### src/axis2axi_cfg_pkg.sv
/*
 * Burst and buffer sizing of the stream to AXI write bridge.
 * The buffer holds two maximum bursts so the stream keeps flowing during a burst.
 */

package axis2axi_cfg_pkg;

   // Largest burst is 2**BURST_W beats
   localparam int unsigned BURST_W   = 2;
   localparam int unsigned BURST_MAX = 2 ** BURST_W;

   // Buffer depth is 2**BUF_AW words
   localparam int unsigned BUF_AW    = BURST_W + 1;

   // Level counts 0 up to the full depth, hence one extra bit
   localparam int unsigned BUF_LVL_W = BUF_AW + 1;

   // AXI bursts may not cross this page
   localparam int unsigned PAGE_BYTES = 4096;
   localparam int unsigned PAGE_OFS_W = 12;

endpackage

### src/axi_pkg.sv
/*
 * AXI4 write channel widths. Only 32-bit data with full-word beats is supported.
 * Byte addresses must be at least 13 bits wide to reach a 4 KB page edge.
 */

package axi_pkg;

   // Byte address width of AW and of the internal address register
   localparam int unsigned AXI_ADDR_W = 16;

   // Data bus width, one word per beat
   localparam int unsigned AXI_DATA_W = 32;

   // Width of the AWLEN field
   localparam int unsigned AXI_LEN_W = 8;

   // Bytes moved by one W beat
   // Must stay a power of two, the page math shifts by its log2
   localparam int unsigned BYTES_PER_BEAT = AXI_DATA_W / 8;

endpackage
### src/fifo_rd_if.sv
/*
 * Read side of the stream buffer. rd_en moves the oldest word into rd_data
 * on the same edge. The consumer raises rd_en only while empty is low.
 */

`timescale 1ns/1ps

interface fifo_rd_if
   import axi_pkg::*, axis2axi_cfg_pkg::*;
();

   logic                  rd_en;
   logic [AXI_DATA_W-1:0] rd_data;
   logic                  empty;
   logic [BUF_LVL_W-1:0]  level;

   modport buffer (
      input  rd_en,
      output rd_data,
      output empty,
      output level
   );

   modport consumer (
      output rd_en,
      input  rd_data,
      input  empty,
      input  level
   );

endinterface

### src/axis2axi_wr.sv
/*
 * Stream to AXI4 write bridge. Fixed AXI fields (ID, SIZE, BURST, WSTRB, BREADY)
 * are tied off outside. cfg_valid_i may be raised only while cfg_ready_o is high.
 */

`timescale 1ns/1ps

module axis2axi_wr
   import axi_pkg::*, axis2axi_cfg_pkg::*;
(
   input  logic                  clk_i,
   input  logic                  rst_n_i,
   // Stream input
   input  logic                  axis_valid_i,
   input  logic [AXI_DATA_W-1:0] axis_data_i,
   output logic                  axis_ready_o,
   // Start address
   input  logic                  cfg_valid_i,
   input  logic [AXI_ADDR_W-1:0] cfg_addr_i,
   output logic                  cfg_ready_o,
   // AXI write channels
   output logic                  awvalid_o,
   input  logic                  awready_i,
   output logic [AXI_ADDR_W-1:0] awaddr_o,
   output logic [AXI_LEN_W-1:0]  awlen_o,
   output logic                  wvalid_o,
   input  logic                  wready_i,
   output logic [AXI_DATA_W-1:0] wdata_o,
   output logic                  wlast_o,
   input  logic                  bvalid_i
);

   fifo_rd_if rd_if ();

   logic                  buf_full;
   logic [BURST_W:0]      burst_len;
   logic                  burst_ok;
   logic [AXI_ADDR_W-1:0] cur_addr;

   assign axis_ready_o = !buf_full;

   axis_buffer u_buffer (
      .clk_i    (clk_i),
      .rst_n_i  (rst_n_i),
      .wr_en_i  (axis_valid_i),
      .wr_data_i(axis_data_i),
      .full_o   (buf_full),
      .rd       (rd_if.buffer)
   );

   burst_sizer u_sizer (
      .level_i        (rd_if.level),
      .stream_active_i(axis_valid_i),
      .addr_i         (cur_addr),
      .burst_len_o    (burst_len),
      .burst_ok_o     (burst_ok)
   );

   axi_write_engine u_engine (
      .clk_i      (clk_i),
      .rst_n_i    (rst_n_i),
      .cfg_valid_i(cfg_valid_i),
      .cfg_addr_i (cfg_addr_i),
      .cfg_ready_o(cfg_ready_o),
      .rd         (rd_if.consumer),
      .burst_len_i(burst_len),
      .burst_ok_i (burst_ok),
      .addr_o     (cur_addr),
      .awvalid_o  (awvalid_o),
      .awready_i  (awready_i),
      .awaddr_o   (awaddr_o),
      .awlen_o    (awlen_o),
      .wvalid_o   (wvalid_o),
      .wready_i   (wready_i),
      .wdata_o    (wdata_o),
      .wlast_o    (wlast_o),
      .bvalid_i   (bvalid_i)
   );

endmodule

### src/axi_write_engine.sv
/*
 * AXI4 write master FSM. One burst in flight, BRESP is not checked.
 * The start address is only loaded while idle with an empty buffer.
 */

`timescale 1ns/1ps

module axi_write_engine
   import axi_pkg::*, axis2axi_cfg_pkg::*;
(
   input  logic                  clk_i,
   input  logic                  rst_n_i,
   input  logic                  cfg_valid_i,
   input  logic [AXI_ADDR_W-1:0] cfg_addr_i,
   output logic                  cfg_ready_o,
   fifo_rd_if.consumer           rd,
   input  logic [BURST_W:0]      burst_len_i,
   input  logic                  burst_ok_i,
   output logic [AXI_ADDR_W-1:0] addr_o,
   output logic                  awvalid_o,
   input  logic                  awready_i,
   output logic [AXI_ADDR_W-1:0] awaddr_o,
   output logic [AXI_LEN_W-1:0]  awlen_o,
   output logic                  wvalid_o,
   input  logic                  wready_i,
   output logic [AXI_DATA_W-1:0] wdata_o,
   output logic                  wlast_o,
   input  logic                  bvalid_i
);

   typedef enum logic [1:0] {
      IDLE,
      ADDR,
      DATA,
      RESP
   } state_t;

   state_t                state_q;
   logic [AXI_ADDR_W-1:0] addr_q;
   logic [BURST_W-1:0]    awlen_q;
   logic [BURST_W-1:0]    beat_q;
   logic [BURST_W:0]      len_m1;
   logic [AXI_ADDR_W-1:0] burst_bytes;
   logic                  w_hs;
   logic                  last_beat;

   assign len_m1      = burst_len_i - 1'b1;
   assign burst_bytes = AXI_ADDR_W'((awlen_q + 1) * BYTES_PER_BEAT);
   assign w_hs        = wvalid_o && wready_i;
   assign last_beat   = (beat_q == awlen_q);

   assign awvalid_o = (state_q == ADDR);
   assign awaddr_o  = addr_q;
   assign awlen_o   = AXI_LEN_W'(awlen_q);
   assign wvalid_o  = (state_q == DATA);
   assign wdata_o   = rd.rd_data;
   assign wlast_o   = wvalid_o && last_beat;
   assign addr_o    = addr_q;

   assign cfg_ready_o = (state_q == IDLE) && rd.empty;

   // First word is pre-loaded at burst start, the rest after each non-last beat
   assign rd.rd_en = ((state_q == IDLE) && burst_ok_i) || (w_hs && !last_beat);

   always_ff @(posedge clk_i) begin
      if (!rst_n_i) begin
         state_q <= IDLE;
         addr_q  <= '0;
         awlen_q <= '0;
         beat_q  <= '0;
      end else begin
         case (state_q)
            IDLE: begin
               beat_q <= '0;
               if (cfg_valid_i) begin
                  addr_q <= cfg_addr_i;
               end
               if (burst_ok_i) begin
                  awlen_q <= len_m1[BURST_W-1:0];
                  state_q <= ADDR;
               end
            end
            ADDR: begin
               if (awready_i) begin
                  state_q <= DATA;
               end
            end
            DATA: begin
               if (w_hs && last_beat) begin
                  addr_q  <= addr_q + burst_bytes;
                  state_q <= RESP;
               end else if (w_hs) begin
                  beat_q <= beat_q + 1'b1;
               end
            end
            RESP: begin
               if (bvalid_i) begin
                  state_q <= IDLE;
               end
            end
            default: state_q <= IDLE;
         endcase
      end
   end

endmodule

### src/burst_sizer.sv
/*
 * Picks the next burst length from the buffer level and the 4 KB page room.
 * Assumes a word-aligned address. Purely combinational.
 */

`timescale 1ns/1ps

module burst_sizer
   import axi_pkg::*, axis2axi_cfg_pkg::*;
(
   input  logic [BUF_LVL_W-1:0]  level_i,
   input  logic                  stream_active_i,
   input  logic [AXI_ADDR_W-1:0] addr_i,
   output logic [BURST_W:0]      burst_len_o,
   output logic                  burst_ok_o
);

   logic                  full_burst;
   logic                  flush_burst;
   logic [BURST_W:0]      level_cap;
   logic [PAGE_OFS_W:0]   page_room;
   logic [PAGE_OFS_W:0]   words_left;

   // Full burst, or a partial one once the stream has paused
   assign full_burst  = (level_i >= BUF_LVL_W'(BURST_MAX));
   assign flush_burst = (level_i != '0) && !stream_active_i;
   assign burst_ok_o  = full_burst || flush_burst;

   assign level_cap = full_burst ? (BURST_W + 1)'(BURST_MAX) : level_i[BURST_W:0];

   // Bytes and then words up to the next page edge
   assign page_room  = (PAGE_OFS_W + 1)'(PAGE_BYTES) - {1'b0, addr_i[PAGE_OFS_W-1:0]};
   assign words_left = page_room >> $clog2(BYTES_PER_BEAT);

   always_comb begin
      burst_len_o = level_cap;
      // Page room smaller than the cap also fits in the length width
      if (words_left < (PAGE_OFS_W + 1)'(level_cap)) begin
         burst_len_o = words_left[BURST_W:0];
      end
   end

endmodule

### src/axis_buffer.sv
/*
 * Synchronous FIFO of 2**BUF_AW words with registered read data.
 * Writes while full are ignored. Reads while empty are not allowed.
 */

`timescale 1ns/1ps

module axis_buffer
   import axi_pkg::*, axis2axi_cfg_pkg::*;
(
   input  logic                  clk_i,
   input  logic                  rst_n_i,
   input  logic                  wr_en_i,
   input  logic [AXI_DATA_W-1:0] wr_data_i,
   output logic                  full_o,
   fifo_rd_if.buffer             rd
);

   logic [AXI_DATA_W-1:0] mem_q [2**BUF_AW];
   logic [BUF_AW-1:0]     wr_ptr_q;
   logic [BUF_AW-1:0]     rd_ptr_q;
   logic [BUF_LVL_W-1:0]  level_q;
   logic                  do_wr;
   logic                  do_rd;

   // Level reaches 2**BUF_AW only when full, so its top bit is the full flag
   assign full_o   = level_q[BUF_AW];
   assign rd.empty = (level_q == '0);
   assign rd.level = level_q;

   assign do_wr = wr_en_i && !full_o;
   assign do_rd = rd.rd_en && !rd.empty;

   // Pointers and level
   always_ff @(posedge clk_i) begin
      if (!rst_n_i) begin
         wr_ptr_q <= '0;
         rd_ptr_q <= '0;
         level_q  <= '0;
      end else begin
         if (do_wr) begin
            wr_ptr_q <= wr_ptr_q + 1'b1;
         end
         if (do_rd) begin
            rd_ptr_q <= rd_ptr_q + 1'b1;
         end
         case ({do_wr, do_rd})
            2'b10:   level_q <= level_q + 1'b1;
            2'b01:   level_q <= level_q - 1'b1;
            default: level_q <= level_q;
         endcase
      end
   end

   // Storage array
   always_ff @(posedge clk_i) begin
      if (do_wr) begin
         mem_q[wr_ptr_q] <= wr_data_i;
      end
   end

   // Read data holds until the next read
   always_ff @(posedge clk_i) begin
      if (do_rd) begin
         rd.rd_data <= mem_q[rd_ptr_q];
      end
   end

endmodule

### config.mk
export PLATFORM = sky130hd
export DESIGN_NAME = axis2axi_wr
export DESIGN_NICKNAME = d
export VERILOG_FILES = /design/src/axis2axi_cfg_pkg.sv /design/src/axi_pkg.sv /design/src/fifo_rd_if.sv /design/src/axis2axi_wr.sv /design/src/axi_write_engine.sv /design/src/burst_sizer.sv /design/src/axis_buffer.sv
export SDC_FILE = /design/constraint.sdc
export NUM_CORES = 1
export LEC_CHECK = 0
export BUFFER_PORTS_ARGS = -buffer_cell sky130_fd_sc_hd__buf_4
export CAP_MARGIN = 20
export CELL_PAD_IN_SITES_DETAIL_PLACEMENT = 0
export CELL_PAD_IN_SITES_GLOBAL_PLACEMENT = 1
export CORE_MARGIN = 2
export CORE_UTILIZATION = 51
export CTS_CLUSTER_SIZE = 8
export DETAILED_ROUTE_END_ITERATION = 7
export GPL_TIMING_DRIVEN = 0
export PLACE_DENSITY_LB_ADDON = 0.1
export SLEW_MARGIN = 5
export SYNTH_ARGS = -nofsm -noshare
export SYNTH_HDL_FRONTEND = slang
export SYNTH_SLANG_ARGS = --single-unit
### constraint.sdc
create_clock -name clk_i -period 4.7 [get_ports clk_i]
set_input_delay 0.47 -clock clk_i [delete_from_list [all_inputs] [get_ports clk_i]]
set_output_delay 0.47 -clock clk_i [all_outputs]
set_load 0.02 [all_outputs]
==> metrics <==
worst r2r dst=u_buffer.rd.level[3]; final hold viol count=0; Antenna Nets Post-Route=0; Max clock buf depth=3; Gate Count Post-Synth=691; CP endpoint kind=flip-flop; drt pass-1 iters=5; most frequent CP cell=ha_1; Worst Path Max Fanout=10; Reg2Reg Depth=14; Min-Delay Path Class=input port to flip-flop; number of fill cells=1701; register area=0.009289 mm^2; CP Launch Type=flip-flop; GPL Wtd Cong=0.8339; clk slew on worst S/H paths=0.05 ns; CTS tree=done; Post-Layout Cell Count=1208; # IOs=116; Netlist Area Pre-Place=0.01281 mm^2; hold_buf cts=0; CTS Buf Count=45; post-synth top area share=67.53%; f_max=288.6 MHz; sequential share of the synthesized area=72.54%; Hold Startpoint=axis_data_i[15]; die width=162.5 um; Final setup violation count=0; CTS root buffer=clkbuf_16; worst-margin pin slew=0.8182 ns; Setup Fix Bufs, Post-CTS=0; number of synthesized flops with an enable pin=288; highest-count cells in the layout ignoring fill and taps=edfxtp_1 (288), buf_4 (119), mux4_2 (64); Detailed Place HPWL=17.25 mm; P&R area growth vs syn=22.02%; reg-to-reg critical path startpoint=u_engine.state_q[0]; Synth cell types=59; share of cells above drive strength 1=34.62%; Hold Slack=0.1715 ns; CORE AREA=0.02446 mm^2; antenna violations before repair=0; worst hold stages=1; crit share post-route=73.72%; Main synth FF type=edfxtp_1; CP max stage delay=0.39 ns; largest net degree at the start of global routing=25; Via Count=6965; ordered list of cells on the worst path=inv_1 > ha_1 > buf_2 > inv_2 > a2111oi_2 > o22ai_2 > inv_2 > ha_1 > ha_1 > a21o_1 > a21oi_1 > xnor2_1 > or3_1 > a21oi_1; Initial DRC Count=576; minimum clock period=3.465 ns; Yosys warning count=0; Die ar.=0.02639 mm^2; Slew HR=45.32%; Clock Latency Late Sink=0.53 ns; Leak Pwr=5.328 nW; worst path arrival time=3.92 ns; synthesized area per cell=18.53 um^2; status=completed; Nets=940; Seq cells post-synth=320; All-Layer GR Usage=21.20%; slowest stage cell, crit path=a2111oi_2; antenna diode count=0; Worst Setup Path Type=flip-flop to flip-flop; worst reg-to-reg setup slack=1.24 ns; top post-synthesis cells by area=edfxtp_1 (68%), mux4_2 (11%), dfxtp_1 (5.0%); FP Rows=57; Critical Path RT=5.15 ns; vias in the first global route=7254; Final Max Slew Viols=0; most common cell after layout, fill and taps aside=edfxtp_1; IO Port Bufs=109; skew final=0.01142 ns; Power Density=591.1 mW/mm^2; ys async rst share=0%; final core utilization=63.88%; Yosys top cell by area=edfxtp_1; post-DR wirelength/cell=22.45 um; RSZ-0062 raised after global routing=false; DRT Wirelength=27.12 mm; post_cts resized=0; Worst Hold Endpoint=u_buffer.mem_q[4][15]; max-capacitance violation count=0; Starting Density=52.35%; DIE HEIGHT=162.5 um; Residual DRC=0; total clock sinks=320; area of the multi-input gates=0.003357 mm^2; Max VDD drop=0.3351 mV; grt total ovfl=0; first-pass GRT wire length=41.57 mm; vias per inst=5.766; H-tree Lvls=2; # placed instances=1144
==> final cells by class <==
| class | instances | area share [%] |
|---|---|---|
| Sequential cell | 320 | 59.44 |
| Multi-Input combinational cell | 323 | 21.48 |
| Clock buffer | 61 | 7.727 |
| Timing Repair Buffer | 125 | 7.022 |
| Tap cell | 324 | 2.594 |
| Buffer | 37 | 1.113 |
| Inverter | 16 | 0.3843 |
| Clock inverter | 2 | 0.2322 |
==> routing by layer <==
| metal | part of all wire, % | GRT usage, % | vias to the layer above |
|---|---|---|---|
| met1 | 43 | 29.69 | 3562 |
| met5 | 0 | 0 | - |
| li1 | - | - | 3110 |
| met4 | 1.6 | 5.712 | 0 |
| met2 | 49 | 34.99 | 257 |
| met3 | 6.5 | 3.641 | 36 |
==> cell usage after synthesis, types with 2 or more instances <==
cell / number
and3_1: 2
o21ai_0: 14
a311oi_1: 2
buf_1: 5
mux2i_1: 8
or3_1: 2
clkbuf_1: 16
a21o_1: 3
a21oi_1: 17
dfxtp_1: 32
o31ai_1: 5
xnor2_2: 2
mux4_2: 64
mux2_2: 32
a31oi_1: 2
buf_2: 10
xor2_1: 4
inv_1: 15
a31o_2: 3
nand3_1: 13
nor2b_1: 6
nand4_1: 2
nor2_1: 34
edfxtp_1: 288
nand2_1: 27
nor3_1: 4
ha_1: 15
o22ai_1: 2
o211ai_1: 3
nand2b_1: 7
xnor2_1: 5
nor4_1: 3
and2_1: 2
buf_4: 6
a21boi_0: 4
fa_1: 2
a211oi_1: 8
==> logic make-up after synthesis <==
logic type      count (synthesis)  share of synthesized area [%]
fa+ha+maj                      17                          1.778
buf+inv                        53                          1.827
flops                         320                          72.54
compound gates                 75                          4.094
simple gates                  110                          4.172
xor+xnor                       11                         0.8695
mux                           104                          14.69
other cells                     1                        0.02928
==> metrics by stage <==
| stage | setup TNS (ns) | worst slack, ns | total power [mW] | cell area, um^2 |
|---|---|---|---|---|
| final | 0 | 1.235 | 9.237 | 15630 |
| after CTS | 0 | 1.220 | 9.296 | 15610 |
| after global routing | 0 | 0.8512 | 9.645 | 15630 |
| after floorplan | 0 | 1.087 | 5.432 | 12820 |
| after detailed placement | 0 | 1.250 | 6.429 | 14370 |
| after global placement | -94.64 | -1.500 | 6.298 | 14050 |
==> sequential cells by signal, indices dropped and copies added (netlist names) <==
register	flops
u_engine.beat_q	2
u_buffer.mem_q	256
u_buffer.rd.rd_data	32
u_buffer.rd.level	4
u_buffer.wr_ptr_q	3
u_engine.addr_o	16
u_engine.state_q	2
u_buffer.rd_ptr_q	3
u_engine.awlen_q	2
==> report_power, final <==
part / internal (mW) / switching, mW
Sequential: 3.60 / 0.223
Clock: 1.76 / 1.09
Combinational: 1.09 / 1.47
Total: 6.45 / 2.79
==> how the worst max path moves through the flow <==
stage,to,start,slack (ns),cells past startpoint
after detailed placement,u_buffer.rd.level[3],u_engine.state_q[0],1.25,14
after floorplan,u_buffer.rd.level[3],u_engine.state_q[0],1.09,14
after CTS,u_buffer.rd.level[3],u_engine.state_q[0],1.22,14
final,u_buffer.rd.level[3],u_engine.state_q[0],1.24,14
after global placement,u_buffer.mem_q[0][7],axis_valid_i,-1.50,5
after global routing,u_buffer.rd.level[3],u_engine.state_q[0],0.85,14
==> critical path: cells and delay by family (launching register included) <==
family,cells,cell delay [ns]
fa+ha+maj,3,0.72
simple gates,1,0.31
compound gates,5,1.10
flops,1,0.33
xor+xnor,1,0.11
buf+inv,4,0.81
No activity file was read; power rests on OpenSTA's default activity.
